### config.mk
export PLATFORM = sky130hd
export DESIGN_NAME = dcache
export DESIGN_NICKNAME = d
export VERILOG_FILES = /design/src/dcache_pkg.sv /design/src/dcache_way_lookup.sv /design/src/dcache_plru_tree.sv /design/src/dcache_line_store.sv /design/src/dcache_miss_ctrl.sv /design/src/dcache.sv
export VERILOG_INCLUDE_DIRS = /design/src
export SDC_FILE = /design/constraint.sdc
export NUM_CORES = 2
export LEC_CHECK = 0
export ABC_AREA = 1
export ABC_CLOCK_PERIOD_IN_PS = 10500
export BUFFER_PORTS_ARGS = -buffer_cell sky130_fd_sc_hd__buf_2
export CELL_PAD_IN_SITES_DETAIL_PLACEMENT = 1
export CELL_PAD_IN_SITES_GLOBAL_PLACEMENT = 2
export CORE_MARGIN = 4
export CORE_UTILIZATION = 28
export CTS_BUF_LIST = sky130_fd_sc_hd__clkbuf_4 sky130_fd_sc_hd__clkbuf_8
export DETAILED_ROUTE_END_ITERATION = 6
export PLACE_DENSITY_LB_ADDON = 0.1
export SLEW_MARGIN = 10
export SYNTH_ARGS = -nofsm -noshare
export SYNTH_HDL_FRONTEND = slang
export SYNTH_SLANG_ARGS = --single-unit
### constraint.sdc
create_clock -name clk -period 10.5 [get_ports clk]
set_clock_uncertainty 0.15 [all_clocks]
set_input_delay 2.1 -clock clk [delete_from_list [all_inputs] [get_ports clk]]
set_output_delay 2.1 -clock clk [all_outputs]
set_load 0.005 [all_outputs]
### src/dcache_params.svh
`ifndef DCACHE_PARAMS_SVH
`define DCACHE_PARAMS_SVH

// address bus and data word share one width
`define DC_ADDR_W   32

// byte offset inside the one-word line
`define DC_OFFSET_W 2

// 16 sets
`define DC_INDEX_W  4

// associativity, the tree logic assumes four
`define DC_WAYS     4

// whatever is left above index and offset
`define DC_TAG_W    (`DC_ADDR_W - `DC_INDEX_W - `DC_OFFSET_W)

`endif

### src/dcache_pkg.sv
package dcache_pkg;

`include "dcache_params.svh"

    // miss controller states
    typedef enum logic [1:0] {
        DC_IDLE      = 2'd0, // hits are served here
        DC_WRITE_MEM = 2'd1, // dirty victim going out
        DC_READ_MEM  = 2'd2  // refill of the missed word
    } dc_state_e;

    // way number within a set
    typedef logic [1:0] dc_way_t;

    // stored or requested tag
    typedef logic [`DC_TAG_W-1:0] dc_tag_t;

    // set number
    typedef logic [`DC_INDEX_W-1:0] dc_index_t;

endpackage

### src/dcache_way_lookup.sv
`timescale 1ns/10ps
`include "dcache_params.svh"

module dcache_way_lookup (
    input  dcache_pkg::dc_tag_t                req_tag,
    input  logic [`DC_WAYS-1:0]                line_valid,
    input  dcache_pkg::dc_tag_t [`DC_WAYS-1:0] line_tags,
    input  dcache_pkg::dc_way_t                victim,
    output logic                               hit,
    output dcache_pkg::dc_way_t                way
);
    import dcache_pkg::*;

    logic [`DC_WAYS-1:0] match;   // per-way tag hit
    dc_way_t             hit_way; // encoded match

    // all four compares in parallel
    always_comb begin
        for (int w = 0; w < `DC_WAYS; w++) begin
            // invalid line never hits, whatever its stale tag
            match[w] = line_valid[w] && (line_tags[w] == req_tag);
        end
    end

    assign hit = |match;

    // walk down so the lowest matching way is the last written
    always_comb begin
        hit_way = '0;
        for (int w = `DC_WAYS - 1; w >= 0; w--) begin
            if (match[w]) begin
                hit_way = dc_way_t'(w);
            end
        end
    end

    // on a miss the replacement tree names the way to evict
    assign way = hit ? hit_way : victim;

endmodule

### src/dcache_plru_tree.sv
`timescale 1ns/10ps
`include "dcache_params.svh"

module dcache_plru_tree (
    input  logic                  clk,
    input  logic                  rst,
    input  dcache_pkg::dc_index_t index,
    input  logic                  touch,
    input  dcache_pkg::dc_way_t   touch_way,
    output dcache_pkg::dc_way_t   victim
);
    import dcache_pkg::*;

    localparam int n_sets = 1 << `DC_INDEX_W;

    // bit 2 is the root
    // bit 1 picks within ways 0/1, bit 0 within ways 2/3
    logic [2:0] tree_table [n_sets];
    logic [2:0] cur;  // tree of the addressed set
    logic [2:0] nxt;  // same tree after the touch
    dc_way_t    pick;

    assign cur = tree_table[index];

    // root selects the half, pair bit selects inside it
    always_comb begin
        if (cur[2]) begin
            pick = {1'b1, cur[0]};
        end else begin
            pick = {1'b0, cur[1]};
        end
    end

    assign victim = pick;

    // point every node on the path away from the used way
    always_comb begin
        nxt    = cur;
        nxt[2] = ~touch_way[1];     // root away from the touched half
        if (touch_way[1]) begin
            nxt[0] = ~touch_way[0]; // high pair
        end else begin
            nxt[1] = ~touch_way[0]; // low pair
        end
    end

    always_ff @(posedge clk) begin
        if (rst) begin
            for (int s = 0; s < n_sets; s++) begin
                tree_table[s] <= 3'b000;
            end
        end else if (touch) begin
            tree_table[index] <= nxt;  // once per finished access
        end
    end

endmodule

### src/dcache_line_store.sv
`timescale 1ns/10ps
`include "dcache_params.svh"

module dcache_line_store (
    input  logic                               clk,
    input  logic                               rst,
    input  dcache_pkg::dc_index_t              index,
    input  dcache_pkg::dc_tag_t                req_tag,
    input  dcache_pkg::dc_way_t                way,
    input  logic                               cpu_wr,
    input  logic [1:0]                         cpu_size,
    input  logic [`DC_OFFSET_W-1:0]            byte_sel,
    input  logic [`DC_ADDR_W-1:0]              cpu_wdata,
    input  logic [`DC_ADDR_W-1:0]              mem_rdata,
    input  logic                               fill,
    input  logic                               access,
    output logic [`DC_WAYS-1:0]                line_valid,
    output dcache_pkg::dc_tag_t [`DC_WAYS-1:0] line_tags,
    output logic                               sel_dirty,
    output dcache_pkg::dc_tag_t                sel_tag,
    output logic [`DC_ADDR_W-1:0]              sel_data
);
    import dcache_pkg::*;

    localparam int n_sets = 1 << `DC_INDEX_W;

    logic [`DC_WAYS-1:0]   valid_arr [n_sets];            // one bit per way
    logic [`DC_WAYS-1:0]   dirty_arr [n_sets];
    dc_tag_t               tag_arr   [n_sets][`DC_WAYS];
    logic [`DC_ADDR_W-1:0] data_arr  [n_sets][`DC_WAYS];  // one word per line

    logic [3:0]            lane_en;    // store byte mask
    logic [`DC_ADDR_W-1:0] base_word;  // word the store lands on
    logic [`DC_ADDR_W-1:0] merged;
    logic [`DC_ADDR_W-1:0] wr_word;
    logic                  data_we;

    // whole set goes to the lookup
    assign line_valid = valid_arr[index];

    always_comb begin
        for (int w = 0; w < `DC_WAYS; w++) begin
            line_tags[w] = tag_arr[index][w];
        end
    end

    // chosen way for write-back and read data
    assign sel_dirty = dirty_arr[index][way];
    assign sel_tag   = tag_arr[index][way];
    assign sel_data  = data_arr[index][way];

    // size 0 byte, 1 half, 2 word
    always_comb begin
        case (cpu_size)
            2'd0:    lane_en = 4'b0001 << byte_sel;
            2'd1:    lane_en = byte_sel[1] ? 4'b1100 : 4'b0011;
            default: lane_en = 4'b1111;
        endcase
    end

    // refill merges into the incoming word, hit into the stored one
    assign base_word = fill ? mem_rdata : sel_data;

    always_comb begin
        for (int b = 0; b < 4; b++) begin
            merged[8*b +: 8] = lane_en[b] ? cpu_wdata[8*b +: 8] : base_word[8*b +: 8];
        end
    end

    assign wr_word = cpu_wr ? merged : mem_rdata;  // plain refill for loads
    assign data_we = fill | (access & cpu_wr);

    // line state
    always_ff @(posedge clk) begin
        if (rst) begin
            for (int s = 0; s < n_sets; s++) begin
                valid_arr[s] <= '0;
                dirty_arr[s] <= '0;
            end
        end else if (fill) begin
            valid_arr[index][way] <= 1'b1;
            dirty_arr[index][way] <= cpu_wr;  // store miss leaves it dirty
        end else if (access && cpu_wr) begin
            dirty_arr[index][way] <= 1'b1;
        end
    end

    // tag and payload
    always_ff @(posedge clk) begin
        if (fill) begin
            tag_arr[index][way] <= req_tag;
        end
        if (data_we) begin
            data_arr[index][way] <= wr_word;
        end
    end

endmodule

### src/dcache_miss_ctrl.sv
`timescale 1ns/10ps
`include "dcache_params.svh"

module dcache_miss_ctrl (
    input  logic                  clk,
    input  logic                  rst,
    input  logic                  cpu_req,
    input  logic [`DC_ADDR_W-1:0] cpu_addr,
    input  logic                  hit,
    input  logic                  sel_dirty,
    input  dcache_pkg::dc_tag_t   sel_tag,
    input  logic [`DC_ADDR_W-1:0] sel_data,
    input  dcache_pkg::dc_index_t index,
    input  logic [`DC_ADDR_W-1:0] mem_rdata,
    input  logic                  mem_addr_ok,
    input  logic                  mem_data_ok,
    output logic [`DC_ADDR_W-1:0] cpu_rdata,
    output logic                  cpu_addr_ok,
    output logic                  cpu_data_ok,
    output logic                  mem_req,
    output logic                  mem_wr,
    output logic [`DC_ADDR_W-1:0] mem_addr,
    output logic [`DC_ADDR_W-1:0] mem_wdata,
    output logic                  fill,
    output logic                  access
);
    import dcache_pkg::*;

    dc_state_e state;
    dc_state_e state_nxt;
    logic      addr_done;  // memory took the address, data still due
    logic      in_idle;
    logic      in_write;
    logic      in_read;
    logic      cpu_hit;    // request served from the arrays this cycle

    assign in_idle  = (state == DC_IDLE);
    assign in_write = (state == DC_WRITE_MEM);
    assign in_read  = (state == DC_READ_MEM);
    assign cpu_hit  = in_idle & cpu_req & hit;

    always_comb begin
        state_nxt = state;
        case (state)
            DC_IDLE: begin
                // victim decides whether a write-back comes first
                if (cpu_req && !hit) begin
                    state_nxt = sel_dirty ? DC_WRITE_MEM : DC_READ_MEM;
                end
            end
            DC_WRITE_MEM: begin
                if (mem_data_ok) begin
                    state_nxt = DC_READ_MEM;  // old word is out, now fetch
                end
            end
            DC_READ_MEM: begin
                if (mem_data_ok) begin
                    state_nxt = DC_IDLE;
                end
            end
            default: state_nxt = DC_IDLE;
        endcase
    end

    always_ff @(posedge clk) begin
        if (rst) begin
            state     <= DC_IDLE;
            addr_done <= 1'b0;
        end else begin
            state <= state_nxt;
            // data_ok ends the transfer even with addr_ok in the same cycle
            if (mem_data_ok) begin
                addr_done <= 1'b0;
            end else if (mem_req && mem_addr_ok) begin
                addr_done <= 1'b1;
            end
        end
    end

    // request held until the address is taken
    assign mem_req   = ~in_idle & ~addr_done;
    assign mem_wr    = in_write;
    assign mem_addr  = in_write ? {sel_tag, index, {`DC_OFFSET_W{1'b0}}}
                                : {cpu_addr[`DC_ADDR_W-1:`DC_OFFSET_W], {`DC_OFFSET_W{1'b0}}};
    assign mem_wdata = sel_data;  // victim word

    // write-back stays invisible to the processor
    assign cpu_addr_ok = cpu_hit | (in_read & mem_req & mem_addr_ok);
    assign cpu_data_ok = cpu_hit | (in_read & mem_data_ok);
    assign cpu_rdata   = in_read ? mem_rdata : sel_data;

    assign fill   = in_read & mem_data_ok;  // line written at this edge
    assign access = cpu_hit;

endmodule

### src/dcache.sv
`timescale 1ns/10ps
`include "dcache_params.svh"

module dcache (
    input  logic                  clk,
    input  logic                  rst,
    // processor port
    input  logic                  cpu_req,
    input  logic                  cpu_wr,
    input  logic [1:0]            cpu_size,
    input  logic [`DC_ADDR_W-1:0] cpu_addr,
    input  logic [`DC_ADDR_W-1:0] cpu_wdata,
    output logic [`DC_ADDR_W-1:0] cpu_rdata,
    output logic                  cpu_addr_ok,
    output logic                  cpu_data_ok,
    // memory port, whole words only
    output logic                  mem_req,
    output logic                  mem_wr,
    output logic [`DC_ADDR_W-1:0] mem_addr,
    output logic [`DC_ADDR_W-1:0] mem_wdata,
    input  logic [`DC_ADDR_W-1:0] mem_rdata,
    input  logic                  mem_addr_ok,
    input  logic                  mem_data_ok
);
    import dcache_pkg::*;

    dc_tag_t                 req_tag;
    dc_index_t               index;
    logic [`DC_OFFSET_W-1:0] byte_sel;
    logic [`DC_WAYS-1:0]     line_valid;
    dc_tag_t [`DC_WAYS-1:0]  line_tags;
    logic                    hit;
    dc_way_t                 way;      // hit way or victim
    dc_way_t                 victim;
    logic                    sel_dirty;
    dc_tag_t                 sel_tag;
    logic [`DC_ADDR_W-1:0]   sel_data;
    logic                    fill;
    logic                    access;

    // address stays stable for the whole request
    assign req_tag  = cpu_addr[`DC_ADDR_W-1 -: `DC_TAG_W];
    assign index    = cpu_addr[`DC_OFFSET_W +: `DC_INDEX_W];
    assign byte_sel = cpu_addr[`DC_OFFSET_W-1:0];

    dcache_way_lookup u_lookup (
        .req_tag    (req_tag),
        .line_valid (line_valid),
        .line_tags  (line_tags),
        .victim     (victim),
        .hit        (hit),
        .way        (way)
    );

    // data_ok doubles as the touch, on hits and at refill end
    dcache_plru_tree u_plru (
        .clk        (clk),
        .rst        (rst),
        .index      (index),
        .touch      (cpu_data_ok),
        .touch_way  (way),
        .victim     (victim)
    );

    dcache_line_store u_store (
        .clk        (clk),
        .rst        (rst),
        .index      (index),
        .req_tag    (req_tag),
        .way        (way),
        .cpu_wr     (cpu_wr),
        .cpu_size   (cpu_size),
        .byte_sel   (byte_sel),
        .cpu_wdata  (cpu_wdata),
        .mem_rdata  (mem_rdata),
        .fill       (fill),
        .access     (access),
        .line_valid (line_valid),
        .line_tags  (line_tags),
        .sel_dirty  (sel_dirty),
        .sel_tag    (sel_tag),
        .sel_data   (sel_data)
    );

    dcache_miss_ctrl u_ctrl (
        .clk         (clk),
        .rst         (rst),
        .cpu_req     (cpu_req),
        .cpu_addr    (cpu_addr),
        .hit         (hit),
        .sel_dirty   (sel_dirty),
        .sel_tag     (sel_tag),
        .sel_data    (sel_data),
        .index       (index),
        .mem_rdata   (mem_rdata),
        .mem_addr_ok (mem_addr_ok),
        .mem_data_ok (mem_data_ok),
        .cpu_rdata   (cpu_rdata),
        .cpu_addr_ok (cpu_addr_ok),
        .cpu_data_ok (cpu_data_ok),
        .mem_req     (mem_req),
        .mem_wr      (mem_wr),
        .mem_addr    (mem_addr),
        .mem_wdata   (mem_wdata),
        .fill        (fill),
        .access      (access)
    );

endmodule

After elaboration in Yosys (flattened, before gate mapping)
Memory sizes are Yosys's and may differ from the RTL's.
Cells that the tools add are included.
Operators by class
  $lt $le $gt $ge: 4
  equal/unequal tests: 10
  shift-type cells: 1
  muxes and demuxes: 65
  bitwise operators: 19
  reduce and logical (&&, ||, !) cells: 18
Operators by type and width (number)
  $mux 32: 7
  $mux 128: 1
  $eq 26x26->1: 4
  $mux 104: 1
  $mux 26: 3
  $bmux 32 s2: 1
  $demux 32 s2: 1
  $bmux 26 s2: 1
  $demux 26 s2: 1
  $mux 4: 10
  $mux 8: 4
  $mux 1: 20
  $mux 2: 10
  $reduce_or 4->1: 3
  $logic_and 1x1->1: 9
  $pmux 4 s2: 1
  $and 1x1->1: 7
  $or 1x1->1: 7
  $ne 2x2->1 const B: 3
  $pmux 2 s3: 1
  $eq 2x1->1 const B: 2
  $logic_not 2->1: 2
  $not 1->1: 4
  $shl 1x2->4 const A: 1
  other kinds (13): 13
Storage, ports and cells
  bits in registers: 3
  bits in writable memories: 3888
  bits of input ports: 104
  memories: 5
Memories
  u_store.data_arr: words 16, width 128, rd ports 1, clocked after Yosys merged registers in 0, wr ports 1, line dcache_line_store.sv:30  | logic [`DC_ADDR_W-1:0] data_arr [n_sets][`DC_WAYS];
  u_store.tag_arr: words 16, width 104, rd ports 1, clocked after Yosys merged registers in 0, wr ports 1, line dcache_line_store.sv:29  | dc_tag_t tag_arr [n_sets][`DC_WAYS];
  u_store.dirty_arr: words 16, width 4, rd ports 1, clocked after Yosys merged registers in 0, wr ports 16, line dcache_line_store.sv:28  | logic [`DC_WAYS-1:0] dirty_arr [n_sets];
  u_store.valid_arr: words 16, width 4, rd ports 1, clocked after Yosys merged registers in 0, wr ports 16, line dcache_line_store.sv:27  | logic [`DC_WAYS-1:0] valid_arr [n_sets];
  u_plru.tree_table: words 16, width 3, rd ports 1, clocked after Yosys merged registers in 0, wr ports 16, line dcache_plru_tree.sv:18  | logic [2:0] tree_table [n_sets];

Longest topological paths before layout
An unclocked memory read counts as a cell.
  depth after elaboration: 16
  mapped depth: 31
  depth with buffers taken out: 27

Cells and area by module
A second synthesis with hierarchy kept.
Unflattened totals
  cell total of the unflattened synthesis: 14247
  area, all modules: 160320.0 µm²
Modules (own cells, without submodules)
  dcache_line_store: instances 1, cells each 13038, area an instance 153916.4 µm²
  dcache_way_lookup: instances 1, cells each 656, area an instance 2701.3 µm²
  dcache_plru_tree: instances 1, cells each 282, area an instance 2472.4 µm²
  dcache_miss_ctrl: instances 1, cells each 271, area an instance 1229.9 µm²

Worst setup path after synthesis
Ideal clock, no wire load.
  path type: input to register
  start: input cpu_addr[3]
  end: memory u_store.data_arr[0][107] (netlist bit) (data pin)
  arrival: 6349 ps
  path slack: 3452 ps
  stages on the path: 20
  cells stage by stage: buf_4 nand2_4 inv_2 buf_4 buf_6 buf_2 buf_4 a22oi_1 a21oi_1 nor4_1 o21ai_0 nand3_2 buf_4 clkbuf_1 nand4_1 nand2_1 nor2_1 nand2_1 nand2_1 a21oi_1
Between the ends
  cells in the longest elaborated chain, start to end: 15
Ends and longest elaborated chain
  from (decl): line dcache.sv:11  | input logic [`DC_ADDR_W-1:0] cpu_addr,
  $mem_v2 16x104
  $eq 26x26->1: line dcache_way_lookup.sv:21  | match[w] = line_valid[w] && (line_tags[w] == req_tag);
  $logic_and 1x1->1: line dcache_way_lookup.sv:21
  $mux 2 (4 in a row): line dcache_way_lookup.sv:31  | if (match[w]) begin
  $mux 2: line dcache_way_lookup.sv:38  | assign way = hit ? hit_way : victim;
  $not 2->3 (implied by the code): line dcache_line_store.sv:50  | assign sel_data = data_arr[index][way];
  $bmux 32 s2 *: line dcache_line_store.sv:50
  $mux 32 (implied by the code) * (2 in a row): line dcache_line_store.sv:50
  $mux 32 *: line dcache_line_store.sv:62  | assign base_word = fill ? mem_rdata : sel_data;
  $mux 8 *: line dcache_line_store.sv:66  | merged[8*b +: 8] = lane_en[b] ? cpu_wdata[8*b +: 8] : base_word[8*b +: 8];
  $mux 32 *: line dcache_line_store.sv:70  | assign wr_word = cpu_wr ? merged : mem_rdata;
  via u_store.wr_word[11]: line dcache_line_store.sv:35  | logic [`DC_ADDR_W-1:0] wr_word;
  to (decl): line dcache_line_store.sv:30
Mark *: on every way through the listed nets, which the timed path passes. The rest lies on a longest branch. The select of a mux whose other input is x is not followed.

Final worst setup path
  start: input cpu_addr[3]
  end: output mem_addr[30]
Between the ends
  cells in the longest elaborated chain, start to end: 13
Ends and longest elaborated chain
  $mem_v2 16x104
  $eq 26x26->1: line dcache_way_lookup.sv:21
  $logic_and 1x1->1: line dcache_way_lookup.sv:21
  $mux 2 (4 in a row): line dcache_way_lookup.sv:31
  $mux 2: line dcache_way_lookup.sv:38
  $not 2->3 (implied by the code): line dcache_line_store.sv:49  | assign sel_tag = tag_arr[index][way];
  $bmux 26 s2 *: line dcache_line_store.sv:49
  $mux 26 (implied by the code) * (2 in a row): line dcache_line_store.sv:49
  $mux 32 *: line dcache_miss_ctrl.sv:83  | assign mem_addr = in_write ? {sel_tag, index, {`DC_OFFSET_W{1'b0}}}
  to (decl): line dcache.sv:19  | output logic [`DC_ADDR_W-1:0] mem_addr,
Mark *: on every way between the ends. The rest lies on a longest branch, timed or not. The select of a mux whose other input is x is not followed.

==> qor.txt <==
Drt pass-1 iters = 5
Status = completed
Grt ovf = 0
Worst Setup EP = mem_addr[30]
Average cell area after synthesis = 12.2 sq um
CP arrival = 7.88 ns
Final Cycle Share = 96.5%
CTS Buffer Depth = 4
Critical Path RT = 8.25 ns
Reg2Reg Launch Point = u_store.tag_arr[1][15]$_DFFE_PP_
Setup TNS = 0 ns
Max_cap viols = 0
Worst Tran Pin Value = 1.35 ns
Synth unique cells = 38
Hpwl dp = 381000 microns
Post-synthesis register bit count = 3891
Number of buffers added on ports = 201
Root buffer selected by CTS = clkbuf_8
Sequential fraction of the synthesis area = 74.1%
Iteration-0 DRC Markers = 7536
Clock latency on the worst-skew pair = 1.27 ns
DRC viols = 0
CP Max Fanout = 55
Vias = 106000
Critical path class = primary input to output pin
Final Setup Violations = 0
Synth async-reset ratio = 0%
Final worst slack = 0.371 ns
Vias per cell = 4.96
Synthesis-to-finish area growth = 16.5%
Reg2reg end = u_store.data_arr[1][17]$_DFFE_PP_
Fillers = 60100
Placed Cells = 20200
Achievable Freq = 98.7 MHz
Pre-CTS setup slack = -0.115 ns
Mapped Area = 157000 sq um
Setup crit start = cpu_addr[3]
Non-Filler Instances = 21400
Die area = 572000 sq um
CTS sink cnt = 3891
Drt wl/cell = 29.5 microns
Cts bufs inserted = 704
VDD IR max = 140 uV
First-pass GRT wire length = 881000 microns
Final core utilization = 32.8%
Static Leak = 65.5 nW
Post-Synthesis Cells = 12800
Reg2Reg Depth = 21
Pin count of the biggest net entering global routing = 154
Num rows = 274
Worst-path clk slew = 0.06 ns
Final Hold Vio Count = 0
Post-layout min period = 10.13 ns
Nets = 13600
RSZ-0062 raised after global routing = false
Gpl congestion = 0.921
Initial Util = 28.1%
Die X-Extent = 756 microns
Htree depth = 6
Number of hold buffers added after CTS = 0
Die Span Y = 756 microns
Antenna violations before repair = 32
Pwr dens = 190 nW/um^2
Vias in the first global route = 112000
DRT antenna net count = 0
Max Slew Vio Count = 0
Ports = 204
Crit end category = output pin
Crit path launch type = primary input
Rel. slew slack = 10.2%
Main synth FF type = edfxtp_1
Total GRT Usage = 21.5%
Core footprint = 557000 sq um
Layout cells sized above 1 = 13.8%
Post-synth EDFFs = 3824
R2R Setup Slk = 3.42 ns
Yosys warnings = 0
Final wirelength = 632000 microns
HP Class = flop to flop
CTS tree = yes
Postcts setup bufs = 0
## cells by family after synthesis
group / count (synthesis) / share of synthesized area [%]
other: 1 / 0.00239
flip-flops: 3891 / 74.1
buffers and inverters: 1036 / 2.80
AND/OR/NAND/NOR: 5879 / 14.9
AO/OA/AOI/OAI: 2014 / 8.19
## cells in the mapped netlist, types with 10 or more instances
library cell  instances  share of area [%]
o21ai_0             149               0.48
dfxtp_1              67               0.86
a21oi_1             694                2.2
edfxtp_1           3824                 73
or4_1               128               0.61
nor3_2               10              0.064
a22oi_1            1052                5.0
o21ai_1              47               0.15
clkbuf_1            412               0.99
nor2_1              670                1.6
nand4_1              99               0.39
nand3_1             244               0.78
inv_2                19              0.045
buf_1                74               0.18
nand2_1            4619                 11
nor2_4               13              0.093
o22ai_1              53               0.21
inv_1               252               0.60
nor3_1               75               0.24
buf_4                21               0.10
buf_2               232               0.74
buf_6                18               0.13
## final cells by class
type	instances	area (sq um)	area share, %
antenna	12	30.0	0.0164
clock buffer	969	11800	6.43
clock inverter	261	1620	0.889
inverter	279	1110	0.610
multi-input combinational	7895	37300	20.4
sequential	3891	116000	63.6
tap	7452	9320	5.10
timing repair buffer	677	5510	3.01
## per-layer routing
layer  track usage (%)  up-vias  wire length, microns
li1                  -    47200                     -
met1              28.0    55800                277000
met2              37.8     2525                315000
met3              2.60      816                 24300
met4              5.39       14                 15700
met5                 0        -                    86
## cells in the final DEF (no fill, tap or decap), types with 244 or more instances in the layout
master	instances
clkbuf_8	716
a21oi_1	661
nor2_1	592
edfxtp_1	3824
a22oi_1	1052
nand2_1	4612
clkbuf_4	253
nand3_1	244
buf_4	434
inv_1	245
## where the power goes
part / internal, mW / switching [mW]
registers: 17.3 / 0.0179
clock network: 7.39 / 6.59
logic: 0.763 / 2.61
## registers in the layout, summed over array words and instances, names as in the netlist
name               flops
u_ctrl.state           2
u_ctrl.addr_done       1
u_store.tag_arr     1664
u_plru.tree_table     48
u_store.data_arr    2048
u_store.valid_arr     64
u_store.dirty_arr     64
## repair_timing
action / in CTS / in global routing
resized for setup: 1 / 7
cloned: 0 / 0
endpoints found under the setup margin: 6 / 5
## critical path: stages
cell     delay [ns]
buf_8          0.20
nand2_4        0.40
inv_8          0.26
buf_12         0.25
buf_4          0.18
nand2_1        0.06
nand4_1        0.09
nand2_1        0.06
nand2_1        0.12
nor2_1         0.65
nand2_1        0.11
nand2_1        0.16
nor2_1         0.07
nand3_1        0.07
nor2_1         0.12
buf_4          0.17
nor2_1         0.28
nand3_4        0.14
nand2_4        0.14
nand2_1        0.07
buf_4          0.28
o21ai_0        0.80
nor2_1         0.14
a21oi_1        0.56
buf_2          0.24
## through the flow
| step | cell area [sq um] | total power, mW | hold slack (ns) |
|---|---|---|---|
| floorplan | 157000 | 19.2 | 0.281 |
| global placement | 169000 | 21.0 | 0.288 |
| detailed placement | 169000 | 21.0 | 0.296 |
| CTS | 183000 | 35.2 | 0.306 |
| global route | 183000 | 36.1 | 0.325 |
| finish | 183000 | 34.7 | 0.307 |
## worst min-delay path by stage
stage / start / end / slack (ns) / cells past startpoint
finish: u_store.valid_arr[12][3]$_DFF_P_ / u_store.valid_arr[12][3]$_DFF_P_ / 0.31 / 2
global route: u_store.valid_arr[12][3]$_DFF_P_ / u_store.valid_arr[12][3]$_DFF_P_ / 0.32 / 2
CTS: u_store.valid_arr[12][3]$_DFF_P_ / u_store.valid_arr[12][3]$_DFF_P_ / 0.31 / 2
detailed placement: u_store.valid_arr[12][3]$_DFF_P_ / u_store.valid_arr[12][3]$_DFF_P_ / 0.30 / 2
global placement: u_store.valid_arr[0][3]$_DFF_P_ / u_store.valid_arr[0][3]$_DFF_P_ / 0.29 / 2
floorplan: u_store.valid_arr[0][3]$_DFF_P_ / u_store.valid_arr[0][3]$_DFF_P_ / 0.28 / 2
Note: power is estimated with default switching activity, not from simulation.
